===== src/hdl/clockDisplayPkg.sv =====
`default_nettype none

package clockDisplayPkg;

	//////////////////////////////
	// Screen timing, 640x480 in 800x525
	localparam logic [9:0] hActive    = 10'd640;
	localparam logic [9:0] hTotal     = 10'd800;
	localparam logic [9:0] hSyncStart = 10'd656;
	localparam logic [9:0] hSyncEnd   = 10'd751;

	localparam logic [9:0] vActive    = 10'd480;
	localparam logic [9:0] vTotal     = 10'd525;
	localparam logic [9:0] vSyncStart = 10'd490;
	localparam logic [9:0] vSyncEnd   = 10'd491;

	//////////////////////////////
	// Digit cells
	localparam logic [9:0] digitWidth  = 10'd32;
	localparam logic [9:0] digitHeight = 10'd64;
	localparam logic [9:0] fontScale   = 10'd4;   // 8x16 font blown up 4x

	localparam logic [9:0] dateRowY  = 10'd128;
	localparam logic [9:0] timeRowY  = 10'd256;
	localparam logic [9:0] timerRowY = 10'd384;

	// Left edges, separators sit in the gaps after columns 1 and 3
	localparam logic [9:0] columnX0 = 10'd96;
	localparam logic [9:0] columnX1 = 10'd128;
	localparam logic [9:0] columnX2 = 10'd192;
	localparam logic [9:0] columnX3 = 10'd224;
	localparam logic [9:0] columnX4 = 10'd288;
	localparam logic [9:0] columnX5 = 10'd320;

	//////////////////////////////
	// Other screen elements
	localparam logic [9:0] dividerX0 = 10'd384;
	localparam logic [9:0] dividerX1 = 10'd415;

	localparam logic [9:0] alarmX0 = 10'd448;
	localparam logic [9:0] alarmX1 = 10'd479;
	localparam logic [9:0] alarmY0 = 10'd448;
	localparam logic [9:0] alarmY1 = 10'd479;

	localparam logic [9:0] panelX1 = 10'd479;

	//////////////////////////////
	// Colours, 4 bits per channel
	localparam logic [11:0] colorDigit   = 12'hFFF;
	localparam logic [11:0] colorPanel   = 12'h222;
	localparam logic [11:0] colorOutside = 12'h048;
	localparam logic [11:0] colorDivider = 12'h00F;
	localparam logic [11:0] colorAlarm   = 12'hF00;
	localparam logic [11:0] colorBlank   = 12'h000;

	// Screen region of one pixel
	typedef enum logic [3:0] {
		Blank,
		Outside,
		Panel,
		Digit,
		Colon,
		Slash,
		Divider,
		Alarm
	} regionE;

	// Glyph codes past the ten digits
	localparam logic [3:0] glyphColon = 4'd10;
	localparam logic [3:0] glyphSlash = 4'd11;
	localparam logic [3:0] glyphBlank = 4'd12;

endpackage

`default_nettype wire


===== src/hdl/vgaTiming.sv =====
`timescale 1ns/10ps
`default_nettype none

module vgaTiming (
	input  logic       CLK,
	input  logic       rstN,
	output logic [9:0] hPos,
	output logic [9:0] vPos,
	output logic       active,
	output logic       hSync,
	output logic       vSync
);

	logic lineEnd;
	logic frameEnd;

	assign lineEnd  = (hPos == clockDisplayPkg::hTotal - 10'd1);
	assign frameEnd = (vPos == clockDisplayPkg::vTotal - 10'd1);

	//////////////////////////////
	// Free-running scan counters
	always_ff @(posedge CLK or negedge rstN) begin
		if (!rstN) begin
			hPos <= '0;
			vPos <= '0;
		end else if (lineEnd) begin
			hPos <= '0;
			if (frameEnd) begin
				vPos <= '0;
			end else begin
				vPos <= vPos + 10'd1;
			end
		end else begin
			hPos <= hPos + 10'd1;
		end
	end

	//////////////////////////////
	// Sync pulses are low inside the window
	assign hSync = !((hPos >= clockDisplayPkg::hSyncStart) &&
		(hPos <= clockDisplayPkg::hSyncEnd));
	assign vSync = !((vPos >= clockDisplayPkg::vSyncStart) &&
		(vPos <= clockDisplayPkg::vSyncEnd));

	assign active = (hPos < clockDisplayPkg::hActive) &&
		(vPos < clockDisplayPkg::vActive);   // Visible 640x480

	// Line counter wraps before it can reach the total
	hPosInRange: assert property (
		@(posedge CLK) disable iff (!rstN)
		hPos < clockDisplayPkg::hTotal
	) else $error("hPos reached hTotal");

endmodule

`default_nettype wire


===== src/hdl/layoutDecoder.sv =====
`timescale 1ns/10ps
`default_nettype none

module layoutDecoder (
	input  logic                    CLK,
	input  logic                    rstN,
	input  logic [9:0]              hPos,
	input  logic [9:0]              vPos,
	input  logic                    active,
	input  logic                    hSync,
	input  logic                    vSync,
	input  logic                    alarm,
	output clockDisplayPkg::regionE region,
	output logic [1:0]              digitRow,
	output logic [2:0]              digitSlot,
	output logic [3:0]              fontRow,
	output logic [2:0]              fontCol,
	output logic                    dHSync,
	output logic                    dVSync,
	output logic                    dActive,
	output logic [9:0]              dX,
	output logic [9:0]              dY
);

	// Inclusive window test
	function automatic logic inSpan(input logic [9:0] pos, input logic [9:0] lo,
		input logic [9:0] hi);
		return (pos >= lo) && (pos <= hi);
	endfunction

	logic                    inDateRow, inTimeRow, inTimerRow;
	logic [5:0]              inCol;
	logic                    inSepA, inSepB;
	logic                    inDivider, inAlarmBox;
	logic [9:0]              rowTop, colLeft;
	logic [9:0]              xOff, yOff;
	logic [1:0]              rowNext;
	logic [2:0]              slotNext;
	clockDisplayPkg::regionE regionNext;

	//////////////////////////////
	// Window compares
	always_comb begin
		inDateRow  = inSpan(vPos, clockDisplayPkg::dateRowY,
			clockDisplayPkg::dateRowY + clockDisplayPkg::digitHeight - 10'd1);
		inTimeRow  = inSpan(vPos, clockDisplayPkg::timeRowY,
			clockDisplayPkg::timeRowY + clockDisplayPkg::digitHeight - 10'd1);
		inTimerRow = inSpan(vPos, clockDisplayPkg::timerRowY,
			clockDisplayPkg::timerRowY + clockDisplayPkg::digitHeight - 10'd1);

		inCol[0] = inSpan(hPos, clockDisplayPkg::columnX0,
			clockDisplayPkg::columnX0 + clockDisplayPkg::digitWidth - 10'd1);
		inCol[1] = inSpan(hPos, clockDisplayPkg::columnX1,
			clockDisplayPkg::columnX1 + clockDisplayPkg::digitWidth - 10'd1);
		inCol[2] = inSpan(hPos, clockDisplayPkg::columnX2,
			clockDisplayPkg::columnX2 + clockDisplayPkg::digitWidth - 10'd1);
		inCol[3] = inSpan(hPos, clockDisplayPkg::columnX3,
			clockDisplayPkg::columnX3 + clockDisplayPkg::digitWidth - 10'd1);
		inCol[4] = inSpan(hPos, clockDisplayPkg::columnX4,
			clockDisplayPkg::columnX4 + clockDisplayPkg::digitWidth - 10'd1);
		inCol[5] = inSpan(hPos, clockDisplayPkg::columnX5,
			clockDisplayPkg::columnX5 + clockDisplayPkg::digitWidth - 10'd1);

		// Gaps between the digit pairs
		inSepA = inSpan(hPos, clockDisplayPkg::columnX1 + clockDisplayPkg::digitWidth,
			clockDisplayPkg::columnX2 - 10'd1);
		inSepB = inSpan(hPos, clockDisplayPkg::columnX3 + clockDisplayPkg::digitWidth,
			clockDisplayPkg::columnX4 - 10'd1);

		inDivider  = inSpan(hPos, clockDisplayPkg::dividerX0, clockDisplayPkg::dividerX1);
		inAlarmBox = alarm &&
			inSpan(hPos, clockDisplayPkg::alarmX0, clockDisplayPkg::alarmX1) &&
			inSpan(vPos, clockDisplayPkg::alarmY0, clockDisplayPkg::alarmY1);
	end

	//////////////////////////////
	// Cell origin and glyph offsets
	always_comb begin
		rowTop  = clockDisplayPkg::dateRowY;
		rowNext = 2'd0;
		if (inTimeRow) begin
			rowTop  = clockDisplayPkg::timeRowY;
			rowNext = 2'd1;
		end else if (inTimerRow) begin
			rowTop  = clockDisplayPkg::timerRowY;
			rowNext = 2'd2;
		end

		colLeft  = clockDisplayPkg::columnX0;
		slotNext = 3'd0;
		if (inCol[1]) begin
			colLeft  = clockDisplayPkg::columnX1;
			slotNext = 3'd1;
		end else if (inCol[2]) begin
			colLeft  = clockDisplayPkg::columnX2;
			slotNext = 3'd2;
		end else if (inCol[3]) begin
			colLeft  = clockDisplayPkg::columnX3;
			slotNext = 3'd3;
		end else if (inCol[4]) begin
			colLeft  = clockDisplayPkg::columnX4;
			slotNext = 3'd4;
		end else if (inCol[5]) begin
			colLeft  = clockDisplayPkg::columnX5;
			slotNext = 3'd5;
		end else if (inSepA) begin
			colLeft = clockDisplayPkg::columnX1 + clockDisplayPkg::digitWidth;
		end else if (inSepB) begin
			colLeft = clockDisplayPkg::columnX3 + clockDisplayPkg::digitWidth;
		end

		xOff = hPos - colLeft;
		yOff = vPos - rowTop;
	end

	//////////////////////////////
	// Region priority
	always_comb begin
		if (!active) begin
			regionNext = clockDisplayPkg::Blank;
		end else if (inAlarmBox) begin
			regionNext = clockDisplayPkg::Alarm;
		end else if (inDivider) begin
			regionNext = clockDisplayPkg::Divider;
		end else if ((inDateRow || inTimeRow || inTimerRow) && (|inCol)) begin
			regionNext = clockDisplayPkg::Digit;
		end else if ((inTimeRow || inTimerRow) && (inSepA || inSepB)) begin
			regionNext = clockDisplayPkg::Colon;
		end else if (inDateRow && (inSepA || inSepB)) begin
			regionNext = clockDisplayPkg::Slash;
		end else if (hPos <= clockDisplayPkg::panelX1) begin
			regionNext = clockDisplayPkg::Panel;
		end else begin
			regionNext = clockDisplayPkg::Outside;
		end
	end

	always_ff @(posedge CLK or negedge rstN) begin
		if (!rstN) begin
			region  <= clockDisplayPkg::Blank;
			dHSync  <= 1'b1;   // Syncs idle high
			dVSync  <= 1'b1;
			dActive <= 1'b0;
		end else begin
			region  <= regionNext;
			dHSync  <= hSync;
			dVSync  <= vSync;
			dActive <= active;
		end
	end

	always_ff @(posedge CLK) begin
		digitRow  <= rowNext;
		digitSlot <= slotNext;
		fontRow   <= 4'(yOff / clockDisplayPkg::fontScale);
		fontCol   <= 3'(xOff / clockDisplayPkg::fontScale);
		dX        <= hPos;
		dY        <= vPos;
	end

	// Nothing is drawn outside the visible area
	blankWhenIdle: assert property (
		@(posedge CLK) disable iff (!rstN)
		!dActive |-> region == clockDisplayPkg::Blank
	) else $error("region not Blank outside active video");

endmodule

`default_nettype wire


===== src/hdl/glyphRom.sv =====
`timescale 1ns/10ps
`default_nettype none

module glyphRom (
	input  logic [3:0] glyph,
	input  logic [3:0] fontRow,
	input  logic [2:0] fontCol,
	output logic       fontBit
);

	logic [127:0] glyphBits;   // 16 rows of 8, top row in the MSBs
	logic [7:0]   rowBits;

	//////////////////////////////
	// 8x16 font
	always_comb begin
		case (glyph)
			4'd0:                        glyphBits = 128'h00007CC6_C6CEDEF6_E6C6C67C_00000000;
			4'd1:                        glyphBits = 128'h00001838_78181818_1818187E_00000000;
			4'd2:                        glyphBits = 128'h00007CC6_060C1830_60C0C6FE_00000000;
			4'd3:                        glyphBits = 128'h00007CC6_06063C06_0606C67C_00000000;
			4'd4:                        glyphBits = 128'h00000C1C_3C6CCCFE_0C0C0C1E_00000000;
			4'd5:                        glyphBits = 128'h0000FEC0_C0C0FC06_0606C67C_00000000;
			4'd6:                        glyphBits = 128'h00003860_C0C0FCC6_C6C6C67C_00000000;
			4'd7:                        glyphBits = 128'h0000FEC6_06060C18_30303030_00000000;
			4'd8:                        glyphBits = 128'h00007CC6_C6C67CC6_C6C6C67C_00000000;
			4'd9:                        glyphBits = 128'h00007CC6_C6C67E06_06060C78_00000000;
			clockDisplayPkg::glyphColon: glyphBits = 128'h00000000_18180000_00181800_00000000;
			clockDisplayPkg::glyphSlash: glyphBits = 128'h00000000_02060C18_3060C080_00000000;
			default:                     glyphBits = '0;   // Blank and unused codes
		endcase
	end

	assign rowBits = glyphBits[8 * (15 - fontRow) +: 8];
	assign fontBit = rowBits[7 - fontCol];   // Leftmost pixel in bit 7

endmodule

`default_nettype wire


===== src/hdl/pixelComposer.sv =====
`timescale 1ns/10ps
`default_nettype none

module pixelComposer (
	input  logic                    CLK,
	input  logic                    rstN,
	input  clockDisplayPkg::regionE region,
	input  logic [1:0]              digitRow,
	input  logic [2:0]              digitSlot,
	input  logic [3:0]              fontRow,
	input  logic [2:0]              fontCol,
	input  logic                    dHSync,
	input  logic                    dVSync,
	input  logic [9:0]              dX,
	input  logic [9:0]              dY,
	input  logic [7:0]              year,
	input  logic [7:0]              month,
	input  logic [7:0]              day,
	input  logic [7:0]              hours,
	input  logic [7:0]              minutes,
	input  logic [7:0]              seconds,
	input  logic [7:0]              timerHours,
	input  logic [7:0]              timerMinutes,
	input  logic [7:0]              timerSeconds,
	output logic [11:0]             color,
	output logic                    hSyncOut,
	output logic                    vSyncOut,
	output logic [9:0]              pixelX,
	output logic [9:0]              pixelY
);

	logic [7:0]  pairByte;
	logic [3:0]  nibble;
	logic [3:0]  glyph;
	logic        fontBit;
	logic [11:0] colorNext;

	//////////////////////////////
	// BCD pair for this row and slot
	always_comb begin
		case ({digitRow, digitSlot[2:1]})
			4'b00_00: pairByte = year;
			4'b00_01: pairByte = month;
			4'b00_10: pairByte = day;
			4'b01_00: pairByte = hours;
			4'b01_01: pairByte = minutes;
			4'b01_10: pairByte = seconds;
			4'b10_00: pairByte = timerHours;
			4'b10_01: pairByte = timerMinutes;
			4'b10_10: pairByte = timerSeconds;
			default:  pairByte = 8'h00;
		endcase
	end

	assign nibble = digitSlot[0] ? pairByte[3:0] : pairByte[7:4];   // Tens digit on even slots

	always_comb begin
		case (region)
			clockDisplayPkg::Digit: glyph = nibble;
			clockDisplayPkg::Colon: glyph = clockDisplayPkg::glyphColon;
			clockDisplayPkg::Slash: glyph = clockDisplayPkg::glyphSlash;
			default:                glyph = clockDisplayPkg::glyphBlank;
		endcase
	end

	glyphRom i_glyphRom (
		.glyph   (glyph),
		.fontRow (fontRow),
		.fontCol (fontCol),
		.fontBit (fontBit)
	);

	//////////////////////////////
	// Colour per region
	always_comb begin
		case (region)
			clockDisplayPkg::Outside: colorNext = clockDisplayPkg::colorOutside;
			clockDisplayPkg::Panel:   colorNext = clockDisplayPkg::colorPanel;
			clockDisplayPkg::Divider: colorNext = clockDisplayPkg::colorDivider;
			clockDisplayPkg::Alarm:   colorNext = clockDisplayPkg::colorAlarm;
			clockDisplayPkg::Digit,
			clockDisplayPkg::Colon,
			clockDisplayPkg::Slash:   colorNext = fontBit ? clockDisplayPkg::colorDigit
			                                              : clockDisplayPkg::colorPanel;
			default:                  colorNext = clockDisplayPkg::colorBlank;
		endcase
	end

	always_ff @(posedge CLK or negedge rstN) begin
		if (!rstN) begin
			color    <= clockDisplayPkg::colorBlank;
			hSyncOut <= 1'b1;
			vSyncOut <= 1'b1;
		end else begin
			color    <= colorNext;
			hSyncOut <= dHSync;
			vSyncOut <= dVSync;
		end
	end

	// Position tags along with the colour
	always_ff @(posedge CLK) begin
		pixelX <= dX;
		pixelY <= dY;
	end

	// Sync pulse lies in horizontal blanking, so the output must be dark
	darkDuringSync: assert property (
		@(posedge CLK) disable iff (!rstN)
		!hSyncOut |-> color == clockDisplayPkg::colorBlank
	) else $error("colour driven during hSync");

endmodule

`default_nettype wire


===== src/hdl/clockDisplay.sv =====
`timescale 1ns/10ps
`default_nettype none

module clockDisplay (
	input  logic        CLK,
	input  logic        rstN,
	input  logic [7:0]  year,
	input  logic [7:0]  month,
	input  logic [7:0]  day,
	input  logic [7:0]  hours,
	input  logic [7:0]  minutes,
	input  logic [7:0]  seconds,
	input  logic [7:0]  timerHours,
	input  logic [7:0]  timerMinutes,
	input  logic [7:0]  timerSeconds,
	input  logic        alarm,
	output logic [11:0] color,
	output logic        hSyncOut,
	output logic        vSyncOut,
	output logic [9:0]  pixelX,
	output logic [9:0]  pixelY
);

	logic [9:0]              hPos, vPos;
	logic                    active, hSync, vSync;
	clockDisplayPkg::regionE region;
	logic [1:0]              digitRow;
	logic [2:0]              digitSlot;
	logic [3:0]              fontRow;
	logic [2:0]              fontCol;
	logic                    dHSync, dVSync, dActive;
	logic [9:0]              dX, dY;

	//////////////////////////////
	// Scan position
	vgaTiming i_vgaTiming (
		.CLK    (CLK),
		.rstN   (rstN),
		.hPos   (hPos),
		.vPos   (vPos),
		.active (active),
		.hSync  (hSync),
		.vSync  (vSync)
	);

	// Stage 1, region and glyph coordinates
	layoutDecoder i_layoutDecoder (
		.CLK       (CLK),
		.rstN      (rstN),
		.hPos      (hPos),
		.vPos      (vPos),
		.active    (active),
		.hSync     (hSync),
		.vSync     (vSync),
		.alarm     (alarm),
		.region    (region),
		.digitRow  (digitRow),
		.digitSlot (digitSlot),
		.fontRow   (fontRow),
		.fontCol   (fontCol),
		.dHSync    (dHSync),
		.dVSync    (dVSync),
		.dActive   (dActive),
		.dX        (dX),
		.dY        (dY)
	);

	// Stage 2, font lookup and colour
	pixelComposer i_pixelComposer (
		.CLK          (CLK),
		.rstN         (rstN),
		.region       (region),
		.digitRow     (digitRow),
		.digitSlot    (digitSlot),
		.fontRow      (fontRow),
		.fontCol      (fontCol),
		.dHSync       (dHSync),
		.dVSync       (dVSync),
		.dX           (dX),
		.dY           (dY),
		.year         (year),
		.month        (month),
		.day          (day),
		.hours        (hours),
		.minutes      (minutes),
		.seconds      (seconds),
		.timerHours   (timerHours),
		.timerMinutes (timerMinutes),
		.timerSeconds (timerSeconds),
		.color        (color),
		.hSyncOut     (hSyncOut),
		.vSyncOut     (vSyncOut),
		.pixelX       (pixelX),
		.pixelY       (pixelY)
	);

	// Colour is only produced for visible pixels of the previous stage
	activeOrDark: assert property (
		@(posedge CLK) disable iff (!rstN)
		!dActive |=> color == clockDisplayPkg::colorBlank
	) else $error("colour outside active video");

endmodule

`default_nettype wire


===== config.mk =====
export PLATFORM = sky130hd
export DESIGN_NAME = clockDisplay
export DESIGN_NICKNAME = d
export VERILOG_FILES = /design/src/hdl/clockDisplayPkg.sv /design/src/hdl/vgaTiming.sv /design/src/hdl/layoutDecoder.sv /design/src/hdl/glyphRom.sv /design/src/hdl/pixelComposer.sv /design/src/hdl/clockDisplay.sv
export SDC_FILE = /design/constraint.sdc
export NUM_CORES = 1
export LEC_CHECK = 0
export BUFFER_PORTS_ARGS = -buffer_cell sky130_fd_sc_hd__buf_2
export CAP_MARGIN = 40
export CORE_MARGIN = 5
export CORE_UTILIZATION = 56
export CTS_CLUSTER_DIAMETER = 150
export DETAILED_ROUTE_END_ITERATION = 7
export HOLD_SLACK_MARGIN = 0.1
export PLACE_DENSITY = 0.81
export SLEW_MARGIN = 20
export SYNTH_ARGS = -nofsm -noshare
export SYNTH_HDL_FRONTEND = slang
export SYNTH_SLANG_ARGS = --single-unit

===== constraint.sdc =====
create_clock -name CLK -period 5.2 [get_ports CLK]
set_input_delay 0.26 -clock CLK [delete_from_list [all_inputs] [get_ports CLK]]
set_output_delay 0.26 -clock CLK [all_outputs]
set_load 0.1 [all_outputs]

After elaboration in Yosys (flattened, before gate mapping)
Memory sizes are Yosys's and may differ from the RTL's.
Cells that the tools add are included.
W data, S select, Z words.
- memories kept: 1
- bits in read-only memories: 1120
- logic and storage cells: 137
- bits of input ports: 75
- flip-flop bits (word level): 92
- memory list (name ; words ; width ; rd ports ; clocked after memory_dff ; wr ports ; line ; text):
    (name not given) ; 16 ; 70 ; 1 ; 0 ; 0 ; glyphRom.sv:17 ; case (glyph)
- add/subtract/negate cells: 6
- equality and inequality tests: 17
- reduce and logical (&&, ||, !) cells: 32
- shift-type cells: 1
- multiplexer cells: 28
- $lt $le $gt $ge: 35
- operators with widths (kind ; count):
    $shiftx A128 B33 Y8 ; 1
    $ge A10 B9 Y1 const B ; 9
    $le A10 B9 Y1 const B ; 9
    $pmux W8 S9 ; 1
    $pmux W12 S5 ; 1
    $ge A10 B8 Y1 const B ; 5
    $le A10 B8 Y1 const B ; 5
    $lt A32 B4 Y1 const B ; 1
    $mux W5 ; 6
    $eq A4 B3 Y1 const B ; 7
    $mux W4 ; 7
    $logic_and A1 B1 Y1 ; 22
    $add A10 B1 Y10 const B ; 2
    $eq A10 B10 Y1 const B ; 2
    $mux W10 ; 2
    $eq A4 B2 Y1 const B ; 3
    $eq A4 B4 Y1 const B ; 3
    $mux W12 ; 1
    $pmux W4 S3 ; 1
    $ge A10 B10 Y1 const B ; 1
    $ge A10 B7 Y1 const B ; 1
    $le A10 B10 Y1 const B ; 1
    $le A10 B7 Y1 const B ; 1
    $lt A10 B10 Y1 const B ; 1
    16 further kinds ; 26

Logic depth before layout (Yosys ltp)
- depth after elaboration: 10
- mapped depth: 19
- mapped depth without buffers: 17

Modules after synthesis
From an unflattened synthesis, not the netlist that was laid out.
- cell total of the unflattened synthesis: 586
- area total of the unflattened synthesis: 5171.2 µm²
- by module, submodules not included (module ; sequential area each (µm²) ; instances ; cells each ; area each (µm²)):
    pixelComposer ; 653.1 ; 1 ; 185 ; 1737.9
    glyphRom ; 0.0 ; 1 ; 214 ; 1397.6
    vgaTiming ; 500.5 ; 1 ; 108 ; 1077.3
    layoutDecoder ; 653.1 ; 1 ; 79 ; 958.4

Worst setup path before layout
OpenSTA, ideal clock, no wires.
- path kind: register to register
- from: register i_layoutDecoder.digitRow[1]
- to: register i_pixelComposer.color[10]
- data required time: 5.064 ns
- slack: 1.369 ns
- arrival time: 3.695 ns
- buffers on the path: 2
- stages on the path, launching flop included: 15
- library setup time: 0.136 ns
- cell sequence: dfxtp_1 -> buf_6 -> mux2_2 -> a221oi_1 -> or4b_1 -> a31oi_1 -> nor2_1 -> ha_1 -> clkbuf_1 -> inv_1 -> o221ai_1 -> o2111a_1 -> o311ai_1 -> a221oi_2 -> o22ai_2
- longest elaborated chain between the ends: 10
- elaborated cells on any way between the ends: 18
- classes of those cells: 8 x eq/ne; 1 x shift; 7 x mux; 1 x reduce/logical; 1 x memory
- RTL lines (element ; line ; text):
    from (decl) ; layoutDecoder.sv:14 ; output logic [1:0] digitRow,
    from (signal assigned) ; layoutDecoder.sv:153 ; digitRow <= rowNext;
    $eq A4 B4 Y1, or another cell as far along ; pixelComposer.sv:41 ; case ({digitRow, digitSlot[2:1]})
    $pmux W8 S9 * ; pixelComposer.sv:41 ;
    $mux W4 * ; pixelComposer.sv:55 ; assign nibble = digitSlot[0] ? pairByte[3:0] : pairByte[7:4];
    $pmux W4 S3 * ; pixelComposer.sv:58 ; case (region)
    $mem_v2 Z16 W70 * ; -- ;
    $shiftx A128 B33 Y8 * ; glyphRom.sv:34 ; assign rowBits = glyphBits[8 * (15 - fontRow) +: 8];
    $bmux W1 S3 * ; glyphRom.sv:35 ; assign fontBit = rowBits[7 - fontCol];
    $mux W1 (not written as such) * ; glyphRom.sv:35 ;
    $mux W12 * ; pixelComposer.sv:83 ; clockDisplayPkg::Slash: colorNext = fontBit ? clockDisplayPkg::colorDigit
    $pmux W12 S5 * ; pixelComposer.sv:76 ; case (region)
    net i_pixelComposer.colorNext[10] ; pixelComposer.sv:36 ; logic [11:0] colorNext;
    to (signal assigned) ; pixelComposer.sv:91 ; color <= clockDisplayPkg::colorBlank;
    to (signal assigned) ; pixelComposer.sv:95 ; color <= colorNext;
    to (decl) ; pixelComposer.sv:25 ; output logic [11:0] color,
The timed path passes the listed nets; every way through them passes the cells marked *. The select of a mux whose other input is x is not followed.
A chain may end at the register's enable or synchronous reset.

Worst setup path in the final report
- from: register i_layoutDecoder.digitRow[0]
- to: register i_pixelComposer.color[6]
The elaborated chain is that of the path after synthesis.

==> results.sh <==
export IMPL_synth_edf_count=0
export IMPL_critPathKind="flop to flop"
export IMPL_fp_coreArea_sq_um=9280
export IMPL_cp_slowest_cell="dfxtp_1"
export IMPL_final_area_sq_um=6150
export IMPL_status="completed"
export IMPL_portBuffers=108
export IMPL_cts_sinks=80
export IMPL_antenna_found_initial=0
export IMPL_areaGrowthSynthToFinish_pct=14.8
export IMPL_numCtsBuffers=9
export IMPL_syn_area_per_cell_sq_um=8.63
export IMPL_grt_pass1_vias=5339
export IMPL_drt_total_wl_um=17300
export IMPL_tns_ns=0
export IMPL_yosysUniqueCellTypes=92
export IMPL_fp_dieW_um=108
export IMPL_slew_limit_headroom_pct=40.2
export IMPL_synth_warnings=0
export IMPL_setup_viol=0
export IMPL_synth_compound_area_share_pct=26.0
export IMPL_drt_iter0_markers=626
export IMPL_finalCriticalPeriod_ns=4.72
export IMPL_grt_pass1_wl_um=27500
export IMPL_cp_top_family="compound AO/OA/AOI/OAI gates"
export IMPL_slowest_delay_ns=0.78
export IMPL_clock_path_buffers=2
export IMPL_synth_area_sq_um=5360
export IMPL_hold_class="input port to flop"
export IMPL_startpoint_type="flop"
export IMPL_synth_top_family_by_area="compound AO/OA/AOI/OAI gates"
export IMPL_post_drt_wl_per_cell_um=20.5
export IMPL_syn_nets=710
export IMPL_drcViolationCount=0
export IMPL_htreeDepth=3
export IMPL_synthTopCellsByArea="dfxtp_1 17%, dfrtp_1 14%, nor2_1 3.5%, ha_1 3.3%, a21oi_1 3.0%"
export IMPL_worst_pin_slew_ns=0.897
export IMPL_fin_skew_ns=0.00941
export IMPL_synthMuxAreaShare_pct=3.13
export IMPL_ys_seq_area_share_pct=33.3
export IMPL_grt_overflow=0
export IMPL_rsz0062_at_grt="false"
export IMPL_cap_violations=0
export IMPL_clkTransAtPathRegs_ns=0.08
export IMPL_antenna_cells=0
export IMPL_initial_core_util_pct=57.7
export IMPL_routabilityCongestion=1.08
export IMPL_cts_tree="yes"
export IMPL_ys_flop_type="dfxtp_1"
export IMPL_synthAdderAreaFrac_pct=3.27
export IMPL_grt_start_max_net_pins=38
export IMPL_cp_arrival_ns=4.92
export IMPL_nFillCells=770
export IMPL_critPathCaptureType="flop"
export IMPL_postSynth_asyncResetShare_pct=43.8
export IMPL_drt_vias_per_instance=6.61
export IMPL_root_buffer="clkbuf_8"
export IMPL_period_share_pct=90.7
export IMPL_core_rowCount=35
export IMPL_drtPass1Iterations=7
export IMPL_dpl_instance_area_sq_um=5890
export IMPL_syn_instance_count=621
export IMPL_power_density_nw_per_um2=188
export IMPL_insertion_delay_ns=0.35
export IMPL_io_pins=109
export IMPL_synth_xor_area_share_pct=2.45
export IMPL_finalHoldViolCount=0
export IMPL_grt_use_total_pct=29.7
export IMPL_ys_ff_latch=80
export IMPL_cp_buffers_inverters=2
export IMPL_clock_fmax_mhz=212
export IMPL_critPathMaxFanout=19
export IMPL_drive_above_1_share_pct=23.7
export IMPL_hpwl_um=12500
export IMPL_nets=796
export IMPL_synth_top_area_share_pct=16.8
export IMPL_p_leak_uw=0.00256
export IMPL_worstPathCellList="buf_4, or3b_2, o22ai_1, or4_1, a31oi_1, nor2_1, ha_1, inv_1, xnor2_1, a221o_1, o2111ai_1, o311ai_1, a221oi_2, o21ai_1"
export IMPL_postRouteAntennaNets=0
export IMPL_synth_largest_area_cell="dfxtp_1"
export IMPL_slew_violations=0
export IMPL_critPathRequiredTime_ns=5.40
export IMPL_dieArea_sq_um=11600
export IMPL_synthSimpleGateAreaFrac_pct=25.0
export IMPL_fp_dieH_um=108
export IMPL_vdd_ir_drop_max_mv=0.244
export IMPL_vias=5559
## registers in the layout, summed over array words and instances, names as in the netlist, 2 cells and up
signal                     flops
i_layoutDecoder.digitRow       2
i_layoutDecoder.digitSlot      3
i_pixelComposer.pixelY        10
i_layoutDecoder.fontCol        2
i_vgaTiming.vPos              10
i_layoutDecoder.dX             8
i_layoutDecoder.region         3
i_vgaTiming.hPos              10
i_layoutDecoder.dY             7
i_pixelComposer.pixelX        10
i_pixelComposer.color          8
i_layoutDecoder.fontRow        3
## per-stage QoR
stage                     hold slack [ns]  total power (uW)  setup WS, ns  std cells  utilization, %
after floorplan                   -0.0356               641          1.37        621               -
after global placement              0.310               677         0.709        822            63.4
after detailed placement            0.313               677         0.590        822            63.4
after CTS                           0.199              1160         0.588        839            65.9
after global routing                0.210              1200         0.305        841            66.3
final                               0.222              1160         0.485        841            66.3
## cells by family (layout without fill, tap and decap cells)
logic type | after synthesis | after routing
buffers and inverters | 74 | 165
adders and majority gates | 14 | 14
DFF | 80 | 80
xor gates and xnor gates | 15 | 15
AOI/OAI and AO/OA | 188 | 188
muxes | 15 | 15
and+or+nand+nor | 235 | 235
## layer usage
metal	track usage, %	share of wire, %
met3	6.96	11
met2	48.3	46
met5	0	0
met4	14.4	5.0
met1	37.0	39
## final timing paths
kind                                              from                        end  slack, ns  cells after the start
hold reg to reg                  i_layoutDecoder.dX[1]  i_pixelComposer.pixelX[1]       0.33                      0
setup reg to reg           i_layoutDecoder.digitRow[0]   i_pixelComposer.color[6]       0.48                     14
max in group asynchronous                         rstN   i_pixelComposer.vSyncOut       4.46                      3
setup / recovery           i_layoutDecoder.digitRow[0]   i_pixelComposer.color[6]       0.48                     14
hold / removal                                   alarm  i_layoutDecoder.region[2]       0.22                      3
min in group asynchronous                         rstN        i_vgaTiming.hPos[0]       0.27                      2
## cells in the mapped netlist, types with 6 or more instances
cell	instances
nand4_1	7
mux2i_1	7
a21oi_1	32
or3_1	6
o221ai_1	9
nand2_1	34
nor2b_1	12
o211ai_1	7
buf_2	10
a211oi_1	10
inv_1	24
clkbuf_1	23
a32oi_1	8
o21ai_0	32
o31ai_1	7
nand3_1	29
nand2b_1	6
dfxtp_1	45
nor3_1	24
xnor2_1	9
nand3b_1	9
xor2_1	6
ha_1	14
nor2_1	50
buf_4	11
dfrtp_1	31
and3b_1	13
## cells in the final DEF, fill, tap and decap left out, drive strengths merged, types with 10 or more instances in the layout
cell type | netlist | final
nor2b | 12 | 12
nand2 | 34 | 34
a211oi | 10 | 10
a21oi | 33 | 33
o21ai | 36 | 36
dfxtp | 45 | 45
buf | 27 | 124
nand3 | 29 | 29
and3b | 13 | 13
dfrtp | 31 | 31
clkbuf | 23 | 10
nor3 | 24 | 24
ha | 14 | 14
nor2 | 51 | 51
inv | 24 | 25
## cell type report
type / instances / area (sq um) / share of cell area, %
clock inverters: 6 / 92.6 / 1.51
multi-input cells: 467 / 3210 / 52.1
clock buffers: 10 / 128 / 2.07
repair buffers: 125 / 691 / 11.2
inverters: 24 / 90.1 / 1.46
flip-flops and latches: 80 / 1780 / 29.0
well taps: 129 / 161 / 2.62
## where the power goes
group	internal, uW	switching (uW)	leakage (uW)	total [uW]
Combinational	28.5	22.0	0.00165	50.5
Sequential	616	0	0.000806	616
Clock	273	219	0.000103	492
## tightest hold or removal path: stages
cell	delay, ns
buf_2	0.10
nand3_1	0.09
a21oi_1	0.07
## timing repair
action / CTS / global route
hold buffers: 1 / 0
endpoints found under the hold margin: 31 / 0
buffers inserted: 0 / 0
resized for setup: 0 / 0
(Power assumes the default switching activity.)
